**config.mk**
```make
export PLATFORM = sky130hd
export DESIGN_NAME = ctrl_registers_flat
export DESIGN_NICKNAME = d
export VERILOG_FILES = /design/src/logic/soc_bus_pkg.sv /design/src/logic/soc_map_pkg.sv /design/src/logic/soc_bus_if.sv /design/src/logic/ctrl_registers.sv /design/src/flat_wrapper.sv
export VERILOG_INCLUDE_DIRS = /design/src /design/src/logic
export SDC_FILE = /design/constraint.sdc
export NUM_CORES = 1
export LEC_CHECK = 0
export BUFFER_PORTS_ARGS = -buffer_cell sky130_fd_sc_hd__buf_4
export CORE_MARGIN = 8
export CORE_UTILIZATION = 51
export CTS_BUF_LIST = sky130_fd_sc_hd__clkbuf_8 sky130_fd_sc_hd__clkbuf_16
export DETAILED_ROUTE_END_ITERATION = 8
export GPL_ROUTABILITY_DRIVEN = 0
export PLACE_DENSITY = 0.85
export SYNTH_ARGS = -nofsm -noshare
export SYNTH_HDL_FRONTEND = slang
export SYNTH_SLANG_ARGS = --single-unit
```
**constraint.sdc**
```tcl
create_clock -name clk_i -period 10.44 [get_ports clk_i]
set_clock_uncertainty 0.05 [all_clocks]
set_input_delay 0.522 -clock clk_i [delete_from_list [all_inputs] [get_ports clk_i]]
set_output_delay 0.522 -clock clk_i [all_outputs]
set_load 0.005 [all_outputs]
```
**src/logic/soc_params.svh**
```systemverilog
// Bus widths are fixed at 64 bits; L2 size must be a power of two and aliases in DRAM
`ifndef SOC_PARAMS_SVH
`define SOC_PARAMS_SVH

//////////////////////////////////////////////////////////////////////
// System bus
//////////////////////////////////////////////////////////////////////

`define SOC_ADDR_W 64
`define SOC_DATA_W 64

// One strobe per data byte
`define SOC_STRB_W 8

//////////////////////////////////////////////////////////////////////
// Peripherals
//////////////////////////////////////////////////////////////////////

// APB side of the UART bridge
`define UART_DATA_W 32

// Depth in 64-bit words, smaller than the DRAM window
// so the array repeats across it
`define L2_WORDS 1024

`endif

```
**src/logic/soc_bus_pkg.sv**
```systemverilog
// Single-beat transactions only; no IDs, bursts or atomics
`default_nettype none

`include "soc_params.svh"

package soc_bus_pkg;

  // Subset of the AXI response codes
  typedef enum logic [1:0] {
    OKAY   = 2'b00,
    SLVERR = 2'b10,
    DECERR = 2'b11
  } bus_resp_e;

  typedef struct packed {
    logic [`SOC_ADDR_W-1:0] addr;
    logic                   we;
    logic [`SOC_DATA_W-1:0] wdata;
    logic [`SOC_STRB_W-1:0] strb;
  } bus_cmd_t;

  typedef struct packed {
    logic [`SOC_DATA_W-1:0] rdata;
    bus_resp_e              resp;
  } bus_rsp_t;

  // Byte lanes under strobe take the new data
  function automatic logic [`SOC_DATA_W-1:0] strb_merge(
    input logic [`SOC_DATA_W-1:0] old_data,
    input logic [`SOC_DATA_W-1:0] new_data,
    input logic [`SOC_STRB_W-1:0] strb
  );
    logic [`SOC_DATA_W-1:0] merged;
    merged = old_data;
    for (int i = 0; i < `SOC_STRB_W; i++) begin
      if (strb[i]) begin
        merged[i*8 +: 8] = new_data[i*8 +: 8];
      end
    end
    return merged;
  endfunction

endpackage

`default_nettype wire

```
**src/logic/soc_map_pkg.sv**
```systemverilog
// Windows must not overlap; control offsets decode only the low 12 address bits
`default_nettype none

`include "soc_params.svh"

package soc_map_pkg;

  typedef enum logic [1:0] {
    L2MEM = 2'd0,
    UART  = 2'd1,
    CTRL  = 2'd2,
    NONE  = 2'd3
  } soc_region_e;

  // 1 GiB DRAM window, backed by the much smaller L2
  localparam logic [`SOC_ADDR_W-1:0] DRAM_BASE   = 64'h8000_0000;
  localparam logic [`SOC_ADDR_W-1:0] DRAM_LENGTH = 64'h4000_0000;

  localparam logic [`SOC_ADDR_W-1:0] UART_BASE   = 64'hC000_0000;
  localparam logic [`SOC_ADDR_W-1:0] UART_LENGTH = 64'h1000;

  localparam logic [`SOC_ADDR_W-1:0] CTRL_BASE   = 64'hD000_0000;
  localparam logic [`SOC_ADDR_W-1:0] CTRL_LENGTH = 64'h1000;

  // Control register offsets
  localparam logic [11:0] CTRL_EXIT_OFS      = 12'h000;
  localparam logic [11:0] CTRL_HWCNT_OFS     = 12'h008;
  localparam logic [11:0] CTRL_DRAM_BASE_OFS = 12'h010;
  localparam logic [11:0] CTRL_DRAM_END_OFS  = 12'h018;

endpackage

`default_nettype wire

```
**src/logic/soc_bus_if.sv**
```systemverilog
// Valid/ready on both channels; valid and payload hold until the transfer
`timescale 1ns/10ps
`default_nettype none

interface soc_bus_if;
  import soc_bus_pkg::*;

  // Command channel
  logic     cmd_valid;
  logic     cmd_ready;
  bus_cmd_t cmd;

  // Response channel
  logic     rsp_valid;
  logic     rsp_ready;
  bus_rsp_t rsp;

  modport initiator (
    output cmd_valid, cmd, rsp_ready,
    input  cmd_ready, rsp_valid, rsp
  );

  modport target (
    input  cmd_valid, cmd, rsp_ready,
    output cmd_ready, rsp_valid, rsp
  );

endinterface

`default_nettype wire

```
**src/logic/ctrl_registers.sv**
```systemverilog
// Only the low 12 address bits are decoded; DRAM window registers are read-only
`timescale 1ns/10ps
`default_nettype none

`include "soc_params.svh"

module ctrl_registers (
  input  logic                   clk_i,
  input  logic                   rst_i,
  soc_bus_if.target              bus_t,
  output logic [`SOC_DATA_W-1:0] exit_o,
  output logic [`SOC_DATA_W-1:0] hw_cnt_en_o
);
  import soc_bus_pkg::*;
  import soc_map_pkg::*;

  logic [11:0]            ofs;
  logic [`SOC_DATA_W-1:0] exit_q;
  logic [`SOC_DATA_W-1:0] hw_cnt_q;
  logic [`SOC_DATA_W-1:0] rd_data;
  logic                   ofs_hit;
  logic                   pend_q;
  logic                   cmd_fire;
  bus_rsp_t               rsp_q;

  assign ofs             = bus_t.cmd.addr[11:0];
  assign bus_t.cmd_ready = !pend_q;
  assign cmd_fire        = bus_t.cmd_valid && bus_t.cmd_ready;

  always_comb begin
    ofs_hit = 1'b1;
    case (ofs)
      CTRL_EXIT_OFS:      rd_data = exit_q;
      CTRL_HWCNT_OFS:     rd_data = hw_cnt_q;
      CTRL_DRAM_BASE_OFS: rd_data = DRAM_BASE;
      CTRL_DRAM_END_OFS:  rd_data = DRAM_BASE + DRAM_LENGTH;
      default: begin
        rd_data = '0;
        ofs_hit = 1'b0;
      end
    endcase
  end

  // Writable registers
  always_ff @(posedge clk_i) begin
    if (rst_i) begin
      exit_q   <= '0;
      hw_cnt_q <= '0;
    end else if (cmd_fire && bus_t.cmd.we) begin
      if (ofs == CTRL_EXIT_OFS) begin
        exit_q <= strb_merge(exit_q, bus_t.cmd.wdata, bus_t.cmd.strb);
      end
      if (ofs == CTRL_HWCNT_OFS) begin
        hw_cnt_q <= strb_merge(hw_cnt_q, bus_t.cmd.wdata, bus_t.cmd.strb);
      end
    end
  end

  always_ff @(posedge clk_i) begin
    if (rst_i) begin
      pend_q <= 1'b0;
    end else if (cmd_fire) begin
      pend_q <= 1'b1;
    end else if (bus_t.rsp_ready) begin
      pend_q <= 1'b0;
    end
  end

  always_ff @(posedge clk_i) begin
    if (cmd_fire) begin
      rsp_q.resp  <= ofs_hit ? OKAY : SLVERR;
      rsp_q.rdata <= bus_t.cmd.we ? '0 : rd_data;
    end
  end

  assign bus_t.rsp_valid = pend_q;
  assign bus_t.rsp       = rsp_q;
  assign exit_o          = exit_q;
  assign hw_cnt_en_o     = hw_cnt_q;

endmodule

`default_nettype wire

```
**src/flat_wrapper.sv**
```systemverilog
// flat-port wrapper written by rule: the top's interface ports become plain ports
module ctrl_registers_flat import soc_bus_pkg::*; import soc_map_pkg::*;
  (clk_i, rst_i, exit_o, hw_cnt_en_o, bus_t_cmd_valid, bus_t_cmd, bus_t_rsp_ready, bus_t_cmd_ready, bus_t_rsp_valid, bus_t_rsp);
  soc_bus_if bus_t_i ();
  input  logic clk_i;
  input  logic rst_i;
  output logic [`SOC_DATA_W-1:0] exit_o;
  output logic [`SOC_DATA_W-1:0] hw_cnt_en_o;
  input wire logic [$bits(bus_t_i.cmd_valid)-1:0] bus_t_cmd_valid;
  input wire logic [$bits(bus_t_i.cmd)-1:0] bus_t_cmd;
  input wire logic [$bits(bus_t_i.rsp_ready)-1:0] bus_t_rsp_ready;
  output wire logic [$bits(bus_t_i.cmd_ready)-1:0] bus_t_cmd_ready;
  output wire logic [$bits(bus_t_i.rsp_valid)-1:0] bus_t_rsp_valid;
  output wire logic [$bits(bus_t_i.rsp)-1:0] bus_t_rsp;
  assign bus_t_i.cmd_valid = bus_t_cmd_valid;
  assign bus_t_i.cmd = bus_t_cmd;
  assign bus_t_i.rsp_ready = bus_t_rsp_ready;
  assign bus_t_cmd_ready = bus_t_i.cmd_ready;
  assign bus_t_rsp_valid = bus_t_i.rsp_valid;
  assign bus_t_rsp = bus_t_i.rsp;
  ctrl_registers u_core (.clk_i(clk_i), .rst_i(rst_i), .bus_t(bus_t_i), .exit_o(exit_o), .hw_cnt_en_o(hw_cnt_en_o));
endmodule
```
==> out/metrics.cfg, run 1 <==
[grt]
grt_overflow = 0
grt_max_degree = 108
grt_pass1_wl_mm = 41.8
grt_util_all_layers_pct = 26.7
grt_pass1_vias = 7366
antenna_found_initial = 0

[critical_path]
crit_arrival_ns = 3.22
startpoint_type = primary input
crit_type = in2reg
cp-end-kind = flip-flop
path_max_fanout = 37
required_ns = 10.67

[logic_synthesis]
synth_fp_nets = 973
synth_edf_count = 65
ys_async_sr_fraction_pct = 0
synth_cells = 832
synth_seq_cells = 194
synthTopCellsByArea = dfxtp_1, edfxtp_1, nand3_1
synth_common_cells = nand3_1, a21oi_1, dfxtp_1
seq_area_frac_synth_pct = 57.6
ys.flop_type = dfxtp_1
avgSynthCellArea_um2 = 9.46
synth_most_common_cell = nand3_1
yosys_warnings = 0
yosysTopAreaCellShare_pct = 32.8
yosys.area.top_type = dfxtp_1
netlist_area_mm2 = 0.00787
synth_cell_type_count = 25

[timing]
tightestPinTransition_ns = 1.22
finalSetupViolations = 0
finalCritPeriodShare_pct = 28.6
min_period_ns = 2.99
slew_viol_final = 0
slew_headroom_pct = 18.5
rsz0062_at_grt = no
fmax_mhz = 335
tns_ns = 0
hold_viol_final = 0

[layout]
antenna_cells = 0
drive_gt1_share_pct = 31.4
fillCellCount = 1172
multiInputGateArea_mm2 = 0.00295
fin_nets = 1198
seq_area_mm2 = 0.00453
utilization_pct = 69.3
area_growth_syn_to_layout_pct = 33.3

[pwr]
p_per_area_mw_per_mm2 = 144
total_power_mw = 1.51
leakagePower_nw = 3.80
max-vdd-ir-drop_mv = 0.105

[cts]
postCtsSetupRepairBufs = 0
cts_buffer_depth = 2
clock_sinks = 194
htree_levels = 4
ctsHoldBuffers = 0
postCtsResizedCells = 0
cts_tree = done
worstSkewPairLatency_ns = 0.42
cts.reportedPaths.clkPinSlew_ns = 0.07
clockRootBuffer = clkbuf_16
cts_made_buffers = 17

[floorplan]
fp.dieH_um = 140
start_util_pct = 52.0
io-pin-count = 337
core_area_mm2 = 0.0151
die_w_um = 140
dieArea_mm2 = 0.0197
core.rowCount = 45

[run_status]
status = complete, no violations

[place]
dp_hpwl_mm = 18.0
port_buffers = 283

[flow_run]
max_cap_violations = 0

[routing]
antenna_left = 0
drtIter0Drc = 820
wl_per_cell_um = 21.5
vias_per_cell = 6.11
drcViolationCount = 0
routed_wl_mm = 27.0
vias = 7689
dr.pass1.iters = 5

[worst_hold_path]
hp-class = in2reg

==> state kept, by name, summed over array words and instances, names as in the netlist <==
name and cells:
u_core.bus_t.rsp 65, u_core.exit_o 64, u_core.hw_cnt_en_o 64, u_core.bus_t.rsp_valid 1
==> cell type report <==
type	count	share of cell area, %
Multi-Input combinational cell	549	28.1
Inverter	1	0.0358
Clock inverter	15	1.39
Sequential cell	194	43.2
Tap cell	188	2.24
Clock buffer	17	4.05
Timing Repair Buffer	294	21.0
==> report_power, final <==
group          internal [mW]  switching, mW
clock network          0.335          0.296
logic                 0.0393         0.0470
registers              0.792        0.00456
==> metal layers <==
metal  wire length (um)  GRT usage (%)  vias up  part of all wire, %
met1              10000           32.3     3623                   37
met2              13100           42.7      481                   48
met5                  0              0        -                    0
met3               2830           7.20       73                   10
li1                   -              -     3512                    -
met4               1110           14.1        0                  4.1
==> cell families (layout without fill, tap and decap cells) <==
logic type      after synthesis  count (layout)  share of synthesized area (%)
buf+inv                      89             327                           5.36
other cells                   1               1                         0.0476
flops                       194             194                           57.6
compound gates              322             322                           22.5
simple gates                226             226                           14.5
==> through the flow <==
step                hold slack (ns)  instance area [um^2]  worst slack [ns]  cells
floorplan                     0.429                  7870              5.43    832
global placement              0.426                  9930              7.08   1226
detailed placement            0.436                  9930              7.10   1226
CTS                           0.202                 10500              7.52   1258
global route                  0.214                 10500              7.32   1258
finish                        0.219                 10500              7.45   1258
==> critical path, stage by stage <==
cell	delay (ns)
buf_4	0.12
nor4_4	0.85
and4_2	0.85
buf_4	0.54
a22oi_1	0.18
nor2_1	0.13
==> layout by cell type (no fill, tap or decap), types with 4 or more instances in the layout <==
master / n
edfxtp_1: 65
buf_4: 294
dfxtp_1: 129
a21oi_1: 129
a22oi_1: 62
nand3_1: 129
inv_6: 4
clkbuf_16: 17
nand4_1: 8
and4_1: 8
o21ai_1: 128
nor2_1: 66
==> final timing paths <==
path / startpoint / endpoint / slack [ns] / cells after the start
max: bus_t_cmd[83] / u_core.bus_t.rsp[55] / 7.45 / 6
min: bus_t_rsp_ready / u_core.bus_t.rsp_valid / 0.22 / 2
min reg2reg: u_core.hw_cnt_en_o[41] / u_core.hw_cnt_en_o[41] / 0.45 / 2
max reg2reg: u_core.bus_t.rsp_valid / u_core.exit_o[46] / 7.66 / 5
Note: power is estimated with default switching activity, not from simulation.
==> run 2: changes to the inputs <==
--- a/config.mk
+++ b/config.mk
@@ -8,11 +8,11 @@
 export LEC_CHECK = 0
 export BUFFER_PORTS_ARGS = -buffer_cell sky130_fd_sc_hd__buf_4
 export CORE_MARGIN = 8
-export CORE_UTILIZATION = 51
+export CORE_UTILIZATION = 43
 export CTS_BUF_LIST = sky130_fd_sc_hd__clkbuf_8 sky130_fd_sc_hd__clkbuf_16
 export DETAILED_ROUTE_END_ITERATION = 8
 export GPL_ROUTABILITY_DRIVEN = 0
-export PLACE_DENSITY = 0.85
+export PLACE_DENSITY = 0.76
 export SYNTH_ARGS = -nofsm -noshare
 export SYNTH_HDL_FRONTEND = slang
 export SYNTH_SLANG_ARGS = --single-unit
==> constraint.sdc (replaced) <==
create_clock -name clk_i -period 2.4 [get_ports clk_i]
set_clock_uncertainty 0.05 [all_clocks]
set_input_delay 0.12 -clock clk_i [delete_from_list [all_inputs] [get_ports clk_i]]
set_output_delay 0.12 -clock clk_i [all_outputs]
set_load 0.005 [all_outputs]
==> out/metrics.cfg, run 2 (synthesis gave the netlist of run 1 again) <==
[cts]
htree_levels = 4  ; unchanged
cts_buffer_depth = 2  ; unchanged
ctsHoldBuffers = 66  ; was 0
cts.reportedPaths.clkPinSlew_ns = 0.07  ; about the same
clockRootBuffer = clkbuf_16  ; unchanged
worstSkewPairLatency_ns = 0.43  ; was 0.42 ns
postCtsResizedCells = 0  ; unchanged
postCtsSetupRepairBufs = 0  ; unchanged
cts_tree = done  ; unchanged
clock_sinks = 194  ; unchanged
cts_made_buffers = 17  ; unchanged

[grt]
grt_pass1_wl_mm = 43.7  ; was 41.8 mm
antenna_found_initial = 0  ; unchanged
grt_util_all_layers_pct = 24.2  ; was 26.7%
grt_max_degree = 67  ; was 108
grt_pass1_vias = 7948  ; was 7366
grt_overflow = 0  ; unchanged

[floorplan]
core.rowCount = 49  ; was 45
dieArea_mm2 = 0.0229  ; was 0.0197 mm^2
start_util_pct = 43.8  ; was 52.0%
die_w_um = 151  ; was 140 um
core_area_mm2 = 0.0180  ; was 0.0151 mm^2
io-pin-count = 337  ; unchanged
fp.dieH_um = 151  ; was 140 um

[critical_path]
required_ns = 2.63  ; was 10.67 ns
crit_type = reg2reg  ; was in2reg
cp-end-kind = flip-flop  ; unchanged
path_max_fanout = 35  ; was 37
r2r-start = u_core.bus_t.rsp_valid  ; unchanged
crit_arrival_ns = 2.09  ; was 3.22 ns
crit_start = u_core.bus_t.rsp_valid  ; was bus_t_cmd[83]
startpoint_type = flip-flop  ; was primary input

[worst_hold_path]
hp-class = in2reg  ; unchanged
holdCritStartpoint = bus_t_cmd[77]  ; was bus_t_rsp_ready

[pwr]
p_int_mw = 5.16  ; was 1.17 mW
p_per_area_mw_per_mm2 = 590  ; was 144 mW/mm^2
leakagePower_nw = 4.17  ; was 3.80 nW
p_clk_share_pct = 41.4  ; was 41.7%
p_sw_share_pct = 23.4  ; was 23.0%
power_frac_seq_pct = 51.4  ; was 52.6%
max-vdd-ir-drop_mv = 0.460  ; was 0.105 mV
comb_power_share_pct = 7.2  ; was 5.7%
switchingPower_mw = 1.58  ; was 348 uW
total_power_mw = 6.73  ; was 1.51 mW

[routing]
routed_wl_mm = 28.5  ; was 27.0 mm
vias_per_cell = 5.78  ; was 6.11
dr.pass1.iters = 5  ; unchanged
wl_per_cell_um = 20.7  ; was 21.5 um
antenna_left = 0  ; unchanged
vias = 7977  ; was 7689
drtIter0Drc = 670  ; was 820
drcViolationCount = 0  ; unchanged

[layout]
fin_nets = 1278  ; was 1198
drive_gt1_share_pct = 30.3  ; was 31.4%
final_common_cell = buf_4  ; unchanged
layout_common_cells = buf_4, nand3_1, a21oi_1, dfxtp_1, o21ai_1  ; unchanged
layout.cells.non_filler = 1380  ; was 1258
area_growth_syn_to_layout_pct = 44.9  ; was 33.3%
largest_reg_flops = 65  ; unchanged
fillCellCount = 1458  ; was 1172

[timing]
tightestPinTransition_ns = 0.724  ; was 1.22 ns
hold_viol_final = 0  ; unchanged
finalSetupViolations = 0  ; unchanged
fmax_mhz = 538
slew_viol_final = 0  ; unchanged
slew_headroom_pct = 51.7  ; was 18.5%
tns_ns = 0  ; unchanged
finalCritPeriodShare_pct = 77.5
min_period_ns = 1.86
rsz0062_at_grt = no  ; unchanged

[place]
dp.cells = 1281  ; was 1226
dp_hpwl_mm = 18.3  ; was 18.0 mm
port_buffers = 283  ; unchanged

[run_status]
status = complete, no violations  ; unchanged

[flow_run]
max_cap_violations = 0  ; unchanged

## run 2: metal layers
metal / global-route usage, % / wire length, um / up-vias
met2: 39.3 / 14000 / 447
li1: - / - / 3681
met4: 11.3 / 911 / 0
met1: 29.1 / 10700 / 3791
met3: 6.93 / 2890 / 58
met5: 0 / 0 / -
## run 2: power groups by stage
| stage | Combinational, mW | Sequential (mW) | Clock (mW) |
|---|---|---|---|
| 6_report | 0.484 | 3.46 | 2.79 |
| 5_1_grt | 0.513 | 3.47 | 2.95 |
| 4_1_cts | 0.482 | 3.46 | 2.82 |
| 3_5_place_dp | 0.387 | 3.54 | 0 |
| 3_3_place_gp | 0.385 | 3.53 | 0 |
| 2_1_floorplan | 0.0996 | 3.54 | 0 |
## run 2: final timing paths
check                            to  slack (ns)  cells past startpoint
max          u_core.hw_cnt_en_o[31]        0.54                      5
min            u_core.bus_t.rsp[33]        0.04                      3
max reg2reg  u_core.hw_cnt_en_o[31]        0.54                      5
min reg2reg       u_core.exit_o[63]        0.44                      2
## run 2: area by class of cell
type | instances | area [um^2] | area share (%)
antenna | 1 | 2.50 | 0.0219
clock buffer | 17 | 425 | 3.73
clock inverter | 15 | 146 | 1.28
inverter | 1 | 3.75 | 0.0329
multi-input combinational | 549 | 2950 | 25.8
sequential | 194 | 4530 | 39.8
tap | 229 | 287 | 2.51
timing repair buffer | 374 | 3060 | 26.8
## run 2: critical path, cell delays in order (launching register included)
cell and delay (ns):
dfxtp_1 0.39, nand3b_1 0.32, or2_2 0.37, buf_4 0.26, o21ai_1 0.23, a21oi_1 0.09
## run 2: per-stage QoR
stage | util [%] | cell area [um^2] | setup WS [ns] | hold WS (ns)
6_report | 63.5 | 11400 | 0.540 | 0.0369
5_1_grt | 63.5 | 11400 | 0.475 | 0.0396
4_1_cts | 63.5 | 11400 | 0.538 | 0.0151
3_5_place_dp | 56.6 | 10200 | 0.365 | 0.261
3_3_place_gp | 56.6 | 10200 | 0.425 | 0.253
2_1_floorplan | - | 7890 | 0.0179 | 0.169
==> run 3: changes to the inputs <==
==> constraint.sdc (replaced) <==
create_clock -name clk_i -period 1.6 [get_ports clk_i]
set_clock_uncertainty 0.05 [all_clocks]
set_input_delay 0.08 -clock clk_i [delete_from_list [all_inputs] [get_ports clk_i]]
set_output_delay 0.08 -clock clk_i [all_outputs]
set_load 0.005 [all_outputs]
==> out/metrics.cfg, run 3 (synthesis gave the netlist of run 1 again) <==
[grt]
antenna_found_initial = 1  ; was 0
grt_max_degree = 44  ; was 67
grt_util_all_layers_pct = 24.6  ; was 24.2%
grt_pass1_vias = 7912  ; was 7948
grt_pass1_wl_mm = 44.1  ; was 43.7 mm
grt_overflow = 0  ; unchanged

[critical_path]
slowest_stage = dfxtp_2  ; was dfxtp_1
crit_type = reg2reg  ; unchanged
required_ns = 1.90  ; was 2.63 ns
startpoint_type = flip-flop  ; unchanged
worstReg2RegEnd = u_core.exit_o[25]  ; was u_core.hw_cnt_en_o[31]
worstPathCellList = nand3b_1, buf_6, nor3_4, buf_12, clkbuf_16, nand3_1, a21oi_1  ; was nand3b_1, or2_2, buf_4, o21ai_1, a21oi_1
crit_arrival_ns = 1.91  ; was 2.09 ns
rrSetupSlack_ns = -0.006  ; was 0.54 ns
critical_path.top_delay_family = buffers and inverters  ; was simple AND/OR/NAND/NOR gates
path_buf_inv = 3  ; was 1
r2r-start = u_core.bus_t.rsp_valid  ; unchanged
crit_start = u_core.bus_t.rsp_valid  ; unchanged
path_max_fanout = 10  ; was 35
slowest_delay_ns = 0.32  ; was 0.39 ns
cp-end-kind = flip-flop  ; unchanged
r2r_cells = 7  ; was 5

[worst_hold_path]
hp-class = in2reg  ; unchanged
whs_endpoint = u_core.bus_t.rsp[33]  ; unchanged
hold_depth = 4  ; was 3
holdCritStartpoint = bus_t_cmd[76]  ; was bus_t_cmd[77]

[floorplan]
core.rowCount = 49  ; unchanged
io-pin-count = 337  ; unchanged
die_w_um = 151  ; unchanged
fp.dieH_um = 151  ; unchanged
start_util_pct = 43.8  ; unchanged
core_area_mm2 = 0.0180  ; unchanged
dieArea_mm2 = 0.0229  ; unchanged

[timing]
whs_ns = 0.119  ; was 0.0369 ns
fmax_mhz = 623  ; was 538 MHz
fin_ws_ns = -0.00601  ; was 0.540 ns
finalCritPeriodShare_pct = 100  ; was 77.5%
rsz0062_at_grt = yes  ; was no
slew_viol_final = 0  ; unchanged
min_period_ns = 1.61  ; was 1.86 ns
finalSetupViolations = 2  ; was 0
hold_viol_final = 0  ; unchanged

[routing]
vias_per_cell = 5.80  ; was 5.78
drcViolationCount = 0  ; unchanged
antenna_left = 0  ; unchanged
dr.pass1.iters = 7  ; was 5
drtIter0Drc = 661  ; was 670
routed_wl_mm = 30.3  ; was 28.5 mm
wl_per_cell_um = 21.4  ; was 20.7 um
vias = 8197  ; was 7977

[cts]
cts_buffer_depth = 2  ; unchanged
cts_tree = done  ; unchanged
cts_made_buffers = 17  ; unchanged
worstSkewPairLatency_ns = 0.42  ; was 0.43 ns
clock_sinks = 194  ; unchanged
cts.reportedPaths.clkPinSlew_ns = 0.07  ; about the same
htree_levels = 4  ; unchanged
clockRootBuffer = clkbuf_16  ; unchanged

[layout]
area_growth_syn_to_layout_pct = 54.8  ; was 44.9%
largest_reg_flops = 65  ; unchanged
fillCellCount = 1366  ; was 1458
final_common_cell = buf_4  ; unchanged
antenna_cells = 0  ; was 1
layout_common_cells = buf_4, dfxtp_1, o21ai_1  ; was buf_4, nand3_1, a21oi_1, dfxtp_1, o21ai_1
drive_gt1_share_pct = 34.2  ; was 30.3%
fin_nets = 1313  ; was 1278

[pwr]
switchingPower_mw = 2.31  ; was 1.58 mW
p_clk_share_pct = 43.4  ; was 41.4%
leakagePower_nw = 4.50  ; was 4.17 nW
comb_power_share_pct = 7.7  ; was 7.2%
p_int_mw = 8.31  ; was 5.16 mW
power_frac_seq_pct = 48.9  ; was 51.4%
p_per_area_mw_per_mm2 = 872  ; was 590 mW/mm^2
max-vdd-ir-drop_mv = 0.710  ; was 0.460 mV
p_sw_share_pct = 21.7  ; was 23.4%

[place]
dp_hpwl_mm = 19.3  ; was 18.3 mm
place_ws_ns = -0.119  ; was 0.365 ns
port_buffers = 283  ; unchanged

[run_status]
violations = setup timing
status = finished, violations left  ; was complete, no violations

[flow_run]
max_cap_violations = 0  ; unchanged

## run 3: repair_timing
action / in CTS / in global routing
hold buffers: 68 / 0
pin swaps: 0 / 37
gates resized for setup: 1 / 31
endpoints found under the hold margin: 130 / 0
endpoints found under the setup margin: 1 / 46
gates cloned: 0 / 4
buffers inserted: 0 / 1
## run 3: worst max-delay path by stage
stage / slack, ns / end / depth (start not counted)
after floorplan: -0.62 / u_core.exit_o[33] / 5
after global placement: -0.06 / u_core.bus_t.rsp[41] / 7
after detailed placement: -0.12 / u_core.bus_t.rsp[18] / 7
after CTS: 0.004 / u_core.exit_o[62] / 6
after global routing: -0.08 / u_core.exit_o[35] / 7
final: -0.006 / u_core.exit_o[25] / 7
## run 3: power by group through the flow
stage | clock network, mW | registers [mW] | logic (mW)
global route | 4.85 | 5.20 | 0.861
detailed placement | 0 | 5.30 | 0.638
global placement | 0 | 5.30 | 0.632
CTS | 4.67 | 5.19 | 0.782
floorplan | 0 | 5.31 | 0.153
finish | 4.61 | 5.19 | 0.814
## run 3: layer usage
layer / global-route usage [%] / routed length, um / vias to the layer above
met5: 0 / 13 / -
met4: 10.7 / 1030 / 2
met3: 6.87 / 3000 / 75
met2: 40.4 / 15100 / 468
met1: 29.4 / 11100 / 3902
li1: - / - / 3750
## run 3: worst min-delay path, stage by stage
cell and delay (ns):
buf_4 0.13, buf_4 0.12, a211oi_1 0.06, nor2_1 0.08
## run 3: final cells by class
cell class	count	area (um^2)	area share [%]
sequential	194	4540	37.2
clock buffer	18	450	3.70
multi-input combinational	549	3060	25.1
inverter	1	3.75	0.0308
timing repair buffer	409	3660	30.1
clock inverter	14	186	1.53
tap	229	287	2.35
## run 3: through the flow
stage	total power [mW]	utilization, %	std cells	TNS [ns]	instance area (um^2)
3_3_place_gp	5.93	59.2	1309	-1.15	10600
3_5_place_dp	5.94	59.2	1309	-2.64	10600
6_report	10.6	67.8	1414	-0.00694	12200
4_1_cts	10.6	66.5	1409	0	11900
5_1_grt	10.9	67.8	1414	-3.14	12200
2_1_floorplan	5.47	-	832	-53.09	7910
