`config.mk`:
```
export PLATFORM = sky130hd
export DESIGN_NAME = uart_apb_bridge_flat
export DESIGN_NICKNAME = d
export VERILOG_FILES = /design/src/logic/soc_bus_pkg.sv /design/src/logic/soc_bus_if.sv /design/src/logic/uart_apb_bridge.sv /design/src/flat_wrapper.sv
export VERILOG_INCLUDE_DIRS = /design/src /design/src/logic
export SDC_FILE = /design/constraint.sdc
export NUM_CORES = 1
export LEC_CHECK = 0
export ABC_AREA = 0
export ABC_CLOCK_PERIOD_IN_PS = 6100
export BUFFER_PORTS_ARGS = -buffer_cell sky130_fd_sc_hd__buf_4
export CAP_MARGIN = 5
export CORE_AREA = 4 4 117 119
export DETAILED_ROUTE_END_ITERATION = 7
export DIE_AREA = 0 0 121 123
export PLACE_DENSITY = 0.86
export REMOVE_ABC_BUFFERS = 1
export SYNTH_ARGS = -nofsm -noshare
export SYNTH_HDL_FRONTEND = slang
export SYNTH_SLANG_ARGS = --single-unit
export TNS_END_PERCENT = 50
```
`constraint.sdc`:
```
create_clock -name clk_i -period 6.1 [get_ports clk_i]
set_input_delay 1.22 -clock clk_i [delete_from_list [all_inputs] [get_ports clk_i]]
set_output_delay 1.22 -clock clk_i [all_outputs]
set_load 0.005 [all_outputs]
```
`src/logic/soc_params.svh`:
```
// Bus widths are fixed at 64 bits; L2 size must be a power of two and aliases in DRAM
`ifndef SOC_PARAMS_SVH
`define SOC_PARAMS_SVH

//////////////////////////////////////////////////////////////////////
// System bus
//////////////////////////////////////////////////////////////////////

`define SOC_ADDR_W 64
`define SOC_DATA_W 64

// One strobe per data byte
`define SOC_STRB_W 8

//////////////////////////////////////////////////////////////////////
// Peripherals
//////////////////////////////////////////////////////////////////////

// APB side of the UART bridge
`define UART_DATA_W 32

// Depth in 64-bit words, smaller than the DRAM window
// so the array repeats across it
`define L2_WORDS 1024

`endif

```
`src/logic/soc_bus_pkg.sv`:
```
// Single-beat transactions only; no IDs, bursts or atomics
`default_nettype none

`include "soc_params.svh"

package soc_bus_pkg;

  // Subset of the AXI response codes
  typedef enum logic [1:0] {
    OKAY   = 2'b00,
    SLVERR = 2'b10,
    DECERR = 2'b11
  } bus_resp_e;

  typedef struct packed {
    logic [`SOC_ADDR_W-1:0] addr;
    logic                   we;
    logic [`SOC_DATA_W-1:0] wdata;
    logic [`SOC_STRB_W-1:0] strb;
  } bus_cmd_t;

  typedef struct packed {
    logic [`SOC_DATA_W-1:0] rdata;
    bus_resp_e              resp;
  } bus_rsp_t;

  // Byte lanes under strobe take the new data
  function automatic logic [`SOC_DATA_W-1:0] strb_merge(
    input logic [`SOC_DATA_W-1:0] old_data,
    input logic [`SOC_DATA_W-1:0] new_data,
    input logic [`SOC_STRB_W-1:0] strb
  );
    logic [`SOC_DATA_W-1:0] merged;
    merged = old_data;
    for (int i = 0; i < `SOC_STRB_W; i++) begin
      if (strb[i]) begin
        merged[i*8 +: 8] = new_data[i*8 +: 8];
      end
    end
    return merged;
  endfunction

endpackage

`default_nettype wire

```
`src/logic/soc_bus_if.sv`:
```
// Valid/ready on both channels; valid and payload hold until the transfer
`timescale 1ns/10ps
`default_nettype none

interface soc_bus_if;
  import soc_bus_pkg::*;

  // Command channel
  logic     cmd_valid;
  logic     cmd_ready;
  bus_cmd_t cmd;

  // Response channel
  logic     rsp_valid;
  logic     rsp_ready;
  bus_rsp_t rsp;

  modport initiator (
    output cmd_valid, cmd, rsp_ready,
    input  cmd_ready, rsp_valid, rsp
  );

  modport target (
    input  cmd_valid, cmd, rsp_ready,
    output cmd_ready, rsp_valid, rsp
  );

endinterface

`default_nettype wire

```
`src/logic/uart_apb_bridge.sv`:
```
// APB3 without strobes; one 32-bit half per access, chosen by address bit 2
`timescale 1ns/10ps
`default_nettype none

`include "soc_params.svh"

module uart_apb_bridge (
  input  logic                    clk_i,
  input  logic                    rst_i,
  soc_bus_if.target               bus_t,
  output logic                    uart_penable_o,
  output logic                    uart_pwrite_o,
  output logic [31:0]             uart_paddr_o,
  output logic                    uart_psel_o,
  output logic [`UART_DATA_W-1:0] uart_pwdata_o,
  input  logic [`UART_DATA_W-1:0] uart_prdata_i,
  input  logic                    uart_pready_i,
  input  logic                    uart_pslverr_i
);
  import soc_bus_pkg::*;

  typedef enum logic [1:0] {
    ST_IDLE,
    ST_SETUP,
    ST_ACCESS,
    ST_RESP
  } state_e;

  state_e                  state_q;
  logic [31:0]             paddr_q;
  logic [`UART_DATA_W-1:0] pwdata_q;
  logic                    pwrite_q;
  logic                    hi_q;
  logic                    cmd_fire;
  bus_rsp_t                rsp_q;

  assign bus_t.cmd_ready = (state_q == ST_IDLE);
  assign bus_t.rsp_valid = (state_q == ST_RESP);
  assign bus_t.rsp       = rsp_q;
  assign cmd_fire        = bus_t.cmd_valid && bus_t.cmd_ready;

  always_ff @(posedge clk_i) begin
    if (rst_i) begin
      state_q <= ST_IDLE;
    end else begin
      case (state_q)
        ST_IDLE:   if (cmd_fire) state_q <= ST_SETUP;
        ST_SETUP:  state_q <= ST_ACCESS;
        ST_ACCESS: if (uart_pready_i) state_q <= ST_RESP;
        ST_RESP:   if (bus_t.rsp_ready) state_q <= ST_IDLE;
        default:   state_q <= ST_IDLE;
      endcase
    end
  end

  // Capture the narrowed request
  always_ff @(posedge clk_i) begin
    if (cmd_fire) begin
      paddr_q  <= bus_t.cmd.addr[31:0];
      pwrite_q <= bus_t.cmd.we;
      hi_q     <= bus_t.cmd.addr[2];
      pwdata_q <= bus_t.cmd.addr[2] ? bus_t.cmd.wdata[63:32] : bus_t.cmd.wdata[31:0];
    end
  end

  // Widen read data back into the addressed half
  always_ff @(posedge clk_i) begin
    if (state_q == ST_ACCESS && uart_pready_i) begin
      rsp_q.resp <= uart_pslverr_i ? SLVERR : OKAY;
      if (pwrite_q) begin
        rsp_q.rdata <= '0;
      end else if (hi_q) begin
        rsp_q.rdata <= {uart_prdata_i, {`UART_DATA_W{1'b0}}};
      end else begin
        rsp_q.rdata <= {{`UART_DATA_W{1'b0}}, uart_prdata_i};
      end
    end
  end

  assign uart_psel_o    = (state_q == ST_SETUP) || (state_q == ST_ACCESS);
  assign uart_penable_o = (state_q == ST_ACCESS);
  assign uart_pwrite_o  = pwrite_q;
  assign uart_paddr_o   = paddr_q;
  assign uart_pwdata_o  = pwdata_q;

  // Address, direction and data hold through the access phase
  assert property (@(posedge clk_i) disable iff (rst_i)
    uart_penable_o |-> $stable(uart_paddr_o) && $stable(uart_pwdata_o)
      && $stable(uart_pwrite_o));

endmodule

`default_nettype wire
```
`src/flat_wrapper.sv`:
```
// flat-port wrapper written by rule: the top's interface ports become plain ports
module uart_apb_bridge_flat import soc_bus_pkg::*;
  (clk_i, rst_i, uart_penable_o, uart_pwrite_o, uart_paddr_o, uart_psel_o, uart_pwdata_o, uart_prdata_i, uart_pready_i, uart_pslverr_i, bus_t_cmd_valid, bus_t_cmd, bus_t_rsp_ready, bus_t_cmd_ready, bus_t_rsp_valid, bus_t_rsp);
  soc_bus_if bus_t_i ();
  input  logic clk_i;
  input  logic rst_i;
  output logic uart_penable_o;
  output logic uart_pwrite_o;
  output logic [31:0] uart_paddr_o;
  output logic uart_psel_o;
  output logic [`UART_DATA_W-1:0] uart_pwdata_o;
  input  logic [`UART_DATA_W-1:0] uart_prdata_i;
  input  logic uart_pready_i;
  input  logic uart_pslverr_i;
  input wire logic [$bits(bus_t_i.cmd_valid)-1:0] bus_t_cmd_valid;
  input wire logic [$bits(bus_t_i.cmd)-1:0] bus_t_cmd;
  input wire logic [$bits(bus_t_i.rsp_ready)-1:0] bus_t_rsp_ready;
  output wire logic [$bits(bus_t_i.cmd_ready)-1:0] bus_t_cmd_ready;
  output wire logic [$bits(bus_t_i.rsp_valid)-1:0] bus_t_rsp_valid;
  output wire logic [$bits(bus_t_i.rsp)-1:0] bus_t_rsp;
  assign bus_t_i.cmd_valid = bus_t_cmd_valid;
  assign bus_t_i.cmd = bus_t_cmd;
  assign bus_t_i.rsp_ready = bus_t_rsp_ready;
  assign bus_t_cmd_ready = bus_t_i.cmd_ready;
  assign bus_t_rsp_valid = bus_t_i.rsp_valid;
  assign bus_t_rsp = bus_t_i.rsp;
  uart_apb_bridge u_core (.clk_i(clk_i), .rst_i(rst_i), .bus_t(bus_t_i), .uart_penable_o(uart_penable_o), .uart_pwrite_o(uart_pwrite_o), .uart_paddr_o(uart_paddr_o), .uart_psel_o(uart_psel_o), .uart_pwdata_o(uart_pwdata_o), .uart_prdata_i(uart_prdata_i), .uart_pready_i(uart_pready_i), .uart_pslverr_i(uart_pslverr_i));
endmodule
```
==> flow_metrics.py, run 1 <==
metrics = {
    "outcome": {
        "status": "completed",
    },
    "logic_synthesis": {
        "synth_common_cells": "edfxtp_1, and2_1, mux2_4, clkbuf_2, nand2b_1",
        "ys_seq_area_share_pct": 77.4,
        "synthFlopType": "edfxtp_1",
        "synth_cell_type_count": 20,
        "synth_fa_ha_area_share_pct": 0.983,
        "yosysMostFrequentCell": "edfxtp_1",
        "async_flop_share_pct": 0,
        "synth_top_area_share_pct": 76.7,
        "yosysWarnings": 0,
        "yosys.area_share.simple_pct": 9.31,
        "synthTopCellsByArea": "edfxtp_1, mux2_4, and2_1, buf_12, ha_1",
        "synth_area_per_cell_sq_um": 19.5,
        "synth_edf_count": 130,
        "synth_compound_area_share_pct": 0.270,
        "yosys-mux-area-fraction_pct": 9.48,
        "synthCells": 261,
        "synth_area_leader_cell": "edfxtp_1",
        "synth_top_family_by_area": "multiplexers",
        "syn_area_sq_mm": 0.00509,
        "synth_xor_area_share_pct": 0,
        "ys_ff_latch": 132,
    },
    "drt": {
        "drt-total-wl_microns": 12200,
        "drtAntennaViolNets": 0,
        "num_vias": 3251,
        "first_pass_iters": 4,
        "wire_per_inst_microns": 16.9,
        "drc_errors": 0,
        "drt_iter0_markers": 178,
        "routed_via_density": 4.50,
    },
    "cts": {
        "cts_tree": "built",
        "clk_pin_slew_ns": 0.05,
        "clock_path_buffers": 2,
        "cts.sinks": 132,
        "post-cts-setup-buffers": 0,
        "root_buffer": "clkbuf_16",
        "ctsResizeCount": 0,
        "h-tree-depth": 4,
        "cts_hold_buf": 0,
        "cts_buffers": 17,
        "clkLatencyLatePin_ns": 0.41,
    },
    "finish": {
        "layout-drive-gt1-share_pct": 59.9,
        "final_nets": 717,
        "diodes": 0,
        "stdcell_count": 723,
        "fill_cells": 908,
        "area.growth.synth_to_final_pct": 52.6,
        "design_area_sq_mm": 0.00777,
    },
    "power_and_ir_drop": {
        "switchingPower_uw": 607,
        "clockPowerShare_pct": 35.7,
        "power_frac_seq_pct": 46.1,
        "irDropWorstVdd_v": 0.000183,
        "cell_internal_pwr_uw": 2010,
        "power.density_mw_per_mm2": 337,
        "switching_share_pct": 23.2,
        "power.leakage_uw": 0.00331,
        "share_comb_of_total_power_pct": 18.2,
    },
    "timing": {
        "finalMaxSlewViolations": 0,
        "finalCritPeriodShare_pct": 41.8,
        "fmax_mhz": 392,
        "rsz0062_at_grt": "false",
        "tns_ns": 0,
        "slew_headroom_pct": 29.4,
        "period_needed_ns": 2.55,
        "fin_skew_ns": 0.00612,
        "hold_viol_final": 0,
        "setup_violations": 0,
        "max_slew.worst_pin.slew_ns": 1.06,
        "fin_hold_ws_ns": 0.506,
    },
    "placed_design": {
        "gp_congestion": 0.754,
        "place_hpwl_microns": 9580,
        "io_buffers": 268,
        "placed_area_sq_mm": 0.00722,
        "dp.cells": 691,
    },
    "die": {
        "rows": 41,
        "coreArea_sq_mm": 0.0126,
        "dieArea_sq_mm": 0.0149,
        "start_util_pct": 40.5,
        "io_pins": 310,
        "fp.dieW_microns": 121,
        "dieHeight_microns": 123,
    },
    "critical_path": {
        "critPathRequiredTime_ns": 4.88,
        "start_kind": "flop",
        "cp_top_family": "flip-flops",
        "cp_num_buf_inv": 2,
        "cp_max_fo": 4,
        "crit_path_cell_trace": "inv_1, ha_1, buf_4",
        "path_class": "reg -> out",
        "cp_slowest_cell": "dfxtp_1",
        "cpPeakStageDelay_ns": 0.38,
        "cp-end-kind": "output port",
        "cp_data_arrival_time_ns": 1.33,
    },
    "job": {
        "maxCapViolations": 0,
    },
    "worst_hold_path": {
        "holdCritPathClass": "reg -> reg",
    },
    "global_routing": {
        "grt_pass1_wl_microns": 18000,
        "grt-ovfl-total": 0,
        "grt_max_degree": 66,
        "grt.total_usage_pct": 16.4,
        "antenna_found_initial": 0,
        "first_global_vias": 3368,
    },
}
## cell usage in the layout, fill, tap and decap left out, drive strengths merged
cell / count
buf: 270
ha: 4
nor2b: 1
clkinvlp: 3
and3: 1
conb: 1
nor2: 2
and2: 66
o21a: 1
a31oi: 1
clkinv: 9
bufinv: 2
clkbuf: 18
dfxtp: 2
mux2i: 1
edfxtp: 130
inv: 2
nand2b: 5
mux2: 32
## state kept, by name, indices dropped and copies added (netlist names)
name / cells
u_core.bus_t.rsp: 65
u_core.state_q: 2
u_core.uart_paddr_o: 32
u_core.uart_pwdata_o: 32
u_core.uart_pwrite_o: 1
## final cells by class
| cell class | count | area, sq um | area share, % |
|---|---|---|---|
| Inverter | 2 | 7.51 | 0.0966 |
| Tap cell | 172 | 215 | 2.77 |
| Sequential cell | 132 | 3940 | 50.8 |
| Multi-Input combinational cell | 115 | 1030 | 13.2 |
| Clock inverter | 14 | 119 | 1.53 |
| Clock buffer | 18 | 429 | 5.52 |
| Timing Repair Buffer | 270 | 2030 | 26.1 |
## through the flow
| step | util, % | setup WS [ns] | total power (uW) |
|---|---|---|---|
| 2_1_floorplan | - | 2.93 | 1400 |
| 3_3_place_gp | 57.5 | 3.66 | 1690 |
| 3_5_place_dp | 57.5 | 3.64 | 1710 |
| 4_1_cts | 61.8 | 3.53 | 2650 |
| 5_1_grt | 61.8 | 3.48 | 2730 |
| 6_report | 61.8 | 3.55 | 2620 |
## final timing paths
path                      from                       end  slack (ns)  cells after the start
max          u_core.state_q[1]               uart_psel_o        3.55                      3
min          u_core.state_q[0]         u_core.state_q[0]        0.51                      1
max reg2reg  u_core.state_q[1]  u_core.uart_pwdata_o[27]        4.28                      4
min reg2reg  u_core.state_q[0]         u_core.state_q[0]        0.51                      1
## worst register-to-register path, cell delays in order (launching register included)
cell	delay (ns)
dfxtp_1	0.34
inv_1	0.10
ha_1	0.20
and2_2	0.15
buf_4	0.61
## per-layer routing
metal	GRT usage (%)	routed length, microns	vias to the layer above
li1	-	-	1506
met1	17.1	4230	1510
met2	28.2	6320	206
met3	6.91	1270	29
met4	8.57	391	0
met5	0	0	-
## power groups by stage
stage | Sequential [uW] | Clock (uW) | Combinational [uW]
3_3_place_gp | 1220 | 0 | 472
2_1_floorplan | 1240 | 0 | 153
5_1_grt | 1220 | 994 | 517
6_report | 1210 | 935 | 478
3_5_place_dp | 1230 | 0 | 487
4_1_cts | 1210 | 954 | 488
## kinds of logic (layout without fill, tap and decap cells)
| group | count (synthesis) | in the layout |
|---|---|---|
| buffers and inverters | 14 | 304 |
| other | 1 | 1 |
| DFF | 132 | 132 |
| AOI/OAI and AO/OA | 2 | 2 |
| and+or+nand+nor | 75 | 75 |
| muxes | 33 | 33 |
| adders and majority gates | 4 | 4 |
Note: power is estimated with default switching activity, not from simulation.
==> run 2: changes to the inputs <==
--- a/config.mk
+++ b/config.mk
@@ -7,13 +7,13 @@
 export NUM_CORES = 1
 export LEC_CHECK = 0
 export ABC_AREA = 0
-export ABC_CLOCK_PERIOD_IN_PS = 6100
+export ABC_CLOCK_PERIOD_IN_PS = 2600
 export BUFFER_PORTS_ARGS = -buffer_cell sky130_fd_sc_hd__buf_4
 export CAP_MARGIN = 5
-export CORE_AREA = 4 4 117 119
+export CORE_AREA = 4 4 118 120
 export DETAILED_ROUTE_END_ITERATION = 7
-export DIE_AREA = 0 0 121 123
-export PLACE_DENSITY = 0.86
+export DIE_AREA = 0 0 122 124
+export PLACE_DENSITY = 0.84
 export REMOVE_ABC_BUFFERS = 1
 export SYNTH_ARGS = -nofsm -noshare
 export SYNTH_HDL_FRONTEND = slang
==> constraint.sdc (replaced) <==
create_clock -name clk_i -period 2.6 [get_ports clk_i]
set_input_delay 0.52 -clock clk_i [delete_from_list [all_inputs] [get_ports clk_i]]
set_output_delay 0.52 -clock clk_i [all_outputs]
set_load 0.005 [all_outputs]
==> flow_metrics.py, run 2 (synthesis gave the netlist of run 1 again) <==
metrics = {
    "placed_design": {
        "io_buffers": 268,
        "place_hpwl_microns": 9670,
        "gp_congestion": 0.771,
        "preCtsSetupSlack_ns": 0.902,
    },
    "critical_path": {
        "cp_num_buf_inv": 2,
        "rrSetupSlack_ns": 0.88,
        "cp_data_arrival_time_ns": 1.34,
        "cp_top_family": "flip-flops",
        "path_class": "reg -> out",
        "cp-end-kind": "output port",
        "r2r-start": "u_core.state_q[0]",
        "crit_path_cell_trace": "inv_1, ha_1, buf_4",
        "rr_worst_depth": 4,
        "reg2reg_to": "u_core.bus_t.rsp[10]",
        "cpPeakStageDelay_ns": 0.38,
        "start_kind": "flop",
        "cp_max_fo": 3,
        "critPathRequiredTime_ns": 2.08,
        "cp_slowest_cell": "dfxtp_1",
    },
    "worst_hold_path": {
        "holdCritPathClass": "in -> reg",
        "min_path_cells": 1,
        "hold_path_startpoint": "bus_t_cmd[85]",
        "min_to": "u_core.uart_paddr_o[12]",
    },
    "power_and_ir_drop": {
        "cell_internal_pwr_uw": 5060,
        "power_frac_seq_pct": 43.3,
        "share_comb_of_total_power_pct": 17.6,
        "finalPower_uw": 6540,
        "switching_share_pct": 22.7,
        "power.density_mw_per_mm2": 828,
        "switchingPower_uw": 1480,
        "irDropWorstVdd_v": 0.000482,
        "power.leakage_uw": 0.00337,
        "clockPowerShare_pct": 39.1,
    },
    "timing": {
        "finalMaxSlewViolations": 0,
        "max_slew.worst_pin.slew_ns": 0.587,
        "fin_skew_ns": 0.00420,
        "setup_slack_ns": 0.737,
        "period_needed_ns": 1.86,
        "tns_ns": 0,
        "rsz0062_at_grt": "false",
        "fin_hold_ws_ns": 0.279,
        "finalCritPeriodShare_pct": 71.7,
        "setup_violations": 0,
        "hold_viol_final": 0,
        "fmax_mhz": 537,
        "slew_headroom_pct": 60.8,
    },
    "cts": {
        "ctsResizeCount": 0,
        "cts_buffers": 17,
        "h-tree-depth": 4,
        "cts.sinks": 132,
        "root_buffer": "clkbuf_16",
        "post-cts-setup-buffers": 0,
        "cts_hold_buf": 0,
        "clk_pin_slew_ns": 0.06,
        "cts_tree": "built",
        "clock_path_buffers": 2,
        "clkLatencyLatePin_ns": 0.41,
    },
    "job": {
        "maxCapViolations": 0,
    },
    "drt": {
        "wire_per_inst_microns": 17.1,
        "drt-total-wl_microns": 12400,
        "drtAntennaViolNets": 0,
        "first_pass_iters": 4,
        "routed_via_density": 4.39,
        "drt_iter0_markers": 155,
        "num_vias": 3203,
        "drc_errors": 0,
    },
    "finish": {
        "fin_util_pct": 60.9,
        "area.growth.synth_to_final_pct": 55.2,
        "largest_reg_flops": 65,
        "layout-drive-gt1-share_pct": 60.9,
        "diodes": 0,
        "layout_common_cells": "buf_4, edfxtp_1, and2_1, mux2_4, clkbuf_16",
        "final_nets": 719,
        "final_common_cell": "buf_4",
    },
    "global_routing": {
        "antenna_found_initial": 0,
        "grt.total_usage_pct": 16.2,
        "grt-ovfl-total": 0,
        "grt_max_degree": 66,
        "first_global_vias": 3341,
        "grt_util_met1_pct": 16.7,
        "use_met3_pct": 6.77,
        "grt.met2_usage_pct": 27.9,
        "busiest_layer": "met2",
        "grt_pass1_wl_microns": 17900,
    },
    "outcome": {
        "status": "completed",
    },
    "die": {
        "dieArea_sq_mm": 0.0151,
        "rows": 42,
        "fp.dieW_microns": 122,
        "dieHeight_microns": 124,
        "coreArea_sq_mm": 0.0130,
        "start_util_pct": 39.2,
        "io_pins": 310,
    },
}
run 2: changes by cell type in the layout (fill, tap and decap cells not counted):
cell / previous run / this run
clkinv_1: 7 / 2
bufinv_16: 2 / 5
buf_12: 0 / 2
clkinv_4: 0 / 2
clkinvlp_4: 3 / 2
inv_6: 0 / 1
run 2: worst max path at each step:
stage,from,endpoint,slack (ns),cells past startpoint
after floorplan,u_core.state_q[0],u_core.bus_t.rsp[10],0.009,3
after global placement,bus_t_cmd[75],u_core.uart_pwdata_o[19],0.96,2
after detailed placement,u_core.state_q[0],u_core.bus_t.rsp[8],0.90,4
after CTS,u_core.state_q[0],uart_psel_o,0.72,3
after global routing,u_core.state_q[0],uart_psel_o,0.69,3
final,u_core.state_q[0],uart_psel_o,0.74,3
run 2: through the flow:
| step | cell area [sq um] | std cells |
|---|---|---|
| CTS | 7900 | 729 |
| floorplan | 4980 | 249 |
| global placement | 7270 | 697 |
| finish | 7900 | 729 |
| detailed placement | 7270 | 697 |
| global route | 7900 | 729 |
run 2: per-layer routing:
metal,vias to the layer above,part of all wire [%]
met5,-,0
li1,1506,-
met3,29,11
met4,0,3.3
met2,183,53
met1,1485,33
run 2: layout make-up:
cell class	count	area (sq um)
sequential	132	3940
fill	955	5080
clock inverter	14	209
tap	176	220
timing repair buffer	272	2070
multi-input combinational	115	1030
inverter	2	7.51
clock buffer	18	429
run 2: power by group through the flow:
stage	Clock, uW	Combinational [uW]	Sequential, uW
after detailed placement	0	1180	2880
after CTS	2600	1180	2840
after global placement	0	1140	2860
after global routing	2700	1250	2860
final	2560	1150	2830
after floorplan	0	360	2920
==> run 3: changes to the inputs <==
--- a/config.mk
+++ b/config.mk
@@ -7,7 +7,7 @@
 export NUM_CORES = 1
 export LEC_CHECK = 0
 export ABC_AREA = 0
-export ABC_CLOCK_PERIOD_IN_PS = 2600
+export ABC_CLOCK_PERIOD_IN_PS = 1900
 export BUFFER_PORTS_ARGS = -buffer_cell sky130_fd_sc_hd__buf_4
 export CAP_MARGIN = 5
 export CORE_AREA = 4 4 118 120
==> constraint.sdc (replaced) <==
create_clock -name clk_i -period 1.9 [get_ports clk_i]
set_input_delay 0.38 -clock clk_i [delete_from_list [all_inputs] [get_ports clk_i]]
set_output_delay 0.38 -clock clk_i [all_outputs]
set_load 0.005 [all_outputs]
==> flow_metrics.py, run 3 (synthesis gave the netlist of run 1 again) <==
metrics = {
    "outcome": {
        "status": "completed",
    },
    "critical_path": {
        "cp-end-kind": "output port",
        "crit_path_cell_trace": "inv_1, ha_1, buf_4",
        "r2r-start": "u_core.state_q[0]",
        "crit_start": "u_core.state_q[1]",
        "cp_top_family": "flip-flops",
        "start_kind": "flop",
        "crit_end": "uart_psel_o",
        "rrSetupSlack_ns": 0.33,
        "cp_slowest_cell": "dfxtp_1",
        "rr_worst_depth": 4,
        "path_depth": 3,
        "cp_num_buf_inv": 2,
        "cpPeakStageDelay_ns": 0.39,
        "path_class": "reg -> out",
        "reg2reg_to": "u_core.bus_t.rsp[8]",
        "critPathRequiredTime_ns": 1.52,
        "cp_max_fo": 4,
        "cp_data_arrival_time_ns": 1.35,
    },
    "drt": {
        "routed_via_density": 4.40,
        "drt-total-wl_microns": 12400,
        "first_pass_iters": 4,
        "drt_iter0_markers": 198,
        "drtAntennaViolNets": 0,
        "wire_per_inst_microns": 17.0,
        "num_vias": 3212,
        "drc_errors": 0,
    },
    "global_routing": {
        "antenna_found_initial": 0,
        "grt_pass1_wl_microns": 17600,
        "grt.total_usage_pct": 16.0,
        "grt-ovfl-total": 0,
        "first_global_vias": 3342,
        "grt_max_degree": 53,
    },
    "finish": {
        "area.growth.synth_to_final_pct": 54.9,
        "seq_area_sq_mm": 0.00394,
        "layout_common_cells": "buf_4, edfxtp_1, and2_1, mux2_4, clkbuf_16",
        "final_common_cell": "buf_4",
        "final_nets": 720,
        "layout-drive-gt1-share_pct": 61.2,
        "design_area_sq_mm": 0.00789,
        "largest_reg_flops": 65,
        "diodes": 0,
        "fill_cells": 945,
        "multi_input_area_sq_mm": 0.00103,
    },
    "cts": {
        "clk_pin_slew_ns": 0.06,
        "cts_hold_buf": 0,
        "clock_path_buffers": 2,
        "post-cts-setup-buffers": 0,
        "clkLatencyLatePin_ns": 0.41,
        "cts_tree": "built",
        "root_buffer": "clkbuf_16",
        "h-tree-depth": 4,
        "cts.sinks": 132,
        "cts_buffers": 17,
        "ctsResizeCount": 0,
    },
    "timing": {
        "rsz0062_at_grt": "false",
        "fin_skew_ns": 0.00639,
        "finalCritPeriodShare_pct": 90.8,
        "period_needed_ns": 1.73,
        "max_slew.worst_pin.slew_ns": 0.576,
        "setup_violations": 0,
        "fin_hold_ws_ns": 0.138,
        "fmax_mhz": 580,
        "hold_viol_final": 0,
        "slew_headroom_pct": 61.5,
        "finalMaxSlewViolations": 0,
    },
    "die": {
        "io_pins": 310,
        "fp.dieW_microns": 122,
        "coreArea_sq_mm": 0.0130,
        "dieHeight_microns": 124,
        "dieArea_sq_mm": 0.0151,
        "rows": 42,
        "start_util_pct": 39.2,
    },
    "power_and_ir_drop": {
        "power.leakage_uw": 0.00337,
        "irDropWorstVdd_v": 0.000711,
        "power.density_mw_per_mm2": 1120,
    },
    "placed_design": {
        "placed_area_sq_mm": 0.00727,
        "io_buffers": 268,
        "gp_congestion": 0.767,
        "place_hpwl_microns": 9680,
    },
    "job": {
        "maxCapViolations": 0,
    },
    "worst_hold_path": {
        "holdCritPathClass": "in -> reg",
    },
}
run 3: changes by cell type in the layout (fill, tap and decap cells not counted):
| cell | previous run | this run |
|---|---|---|
| clkinv_4 | 2 | 4 |
| buf_4 | 270 | 271 |
| clkinv_2 | 2 | 4 |
| clkinvlp_4 | 2 | 1 |
| inv_6 | 1 | 0 |
| bufinv_16 | 5 | 4 |
| clkinv_1 | 2 | 1 |
run 3: metrics by stage:
step / instances / utilization [%] / TNS (ns) / worst slack, ns / power [uW]
after CTS: 730 / 60.8 / 0 / 0.156 / 8920
final: 730 / 60.8 / 0 / 0.175 / 8820
after global placement: 698 / 56.0 / 0 / 0.401 / 5490
after global routing: 730 / 60.8 / 0 / 0.101 / 9180
after detailed placement: 698 / 56.0 / 0 / 0.329 / 5560
after floorplan: 249 / - / -88.34 / -0.691 / 4490
run 3: metal layers:
metal / vias up / wire length [microns] / global-route usage (%)
li1: 1513 / - / -
met1: 1496 / 4280 / 16.7
met2: 181 / 6590 / 28.5
met3: 22 / 1200 / 6.04
met4: 0 / 314 / 7.56
met5: - / 0 / 0
run 3: power breakdown:
| part | switching (uW) | internal, uW | leakage (uW) |
|---|---|---|---|
| Clock | 1170 | 2190 | 0.000301 |
| Sequential | 122 | 3750 | 0.00124 |
| Combinational | 729 | 862 | 0.00184 |
run 3: how the worst min path moves through the flow:
stage	cells after the start	end	start	slack, ns
3_5_place_dp	1	u_core.state_q[0]	u_core.state_q[0]	0.49
3_3_place_gp	1	u_core.state_q[0]	u_core.state_q[0]	0.48
6_report	1	u_core.uart_paddr_o[17]	bus_t_cmd[90]	0.14
2_1_floorplan	1	u_core.state_q[0]	u_core.state_q[0]	0.47
5_1_grt	1	u_core.uart_paddr_o[15]	bus_t_cmd[88]	0.12
4_1_cts	1	u_core.uart_paddr_o[17]	bus_t_cmd[90]	0.12
run 3: area by class of cell:
type | count | area share (%)
Tap cell | 176 | 2.79
Inverter | 2 | 0.0952
Sequential cell | 132 | 50.0
Clock inverter | 14 | 2.36
Multi-Input combinational cell | 115 | 13.0
Clock buffer | 18 | 5.44
Timing Repair Buffer | 273 | 26.3
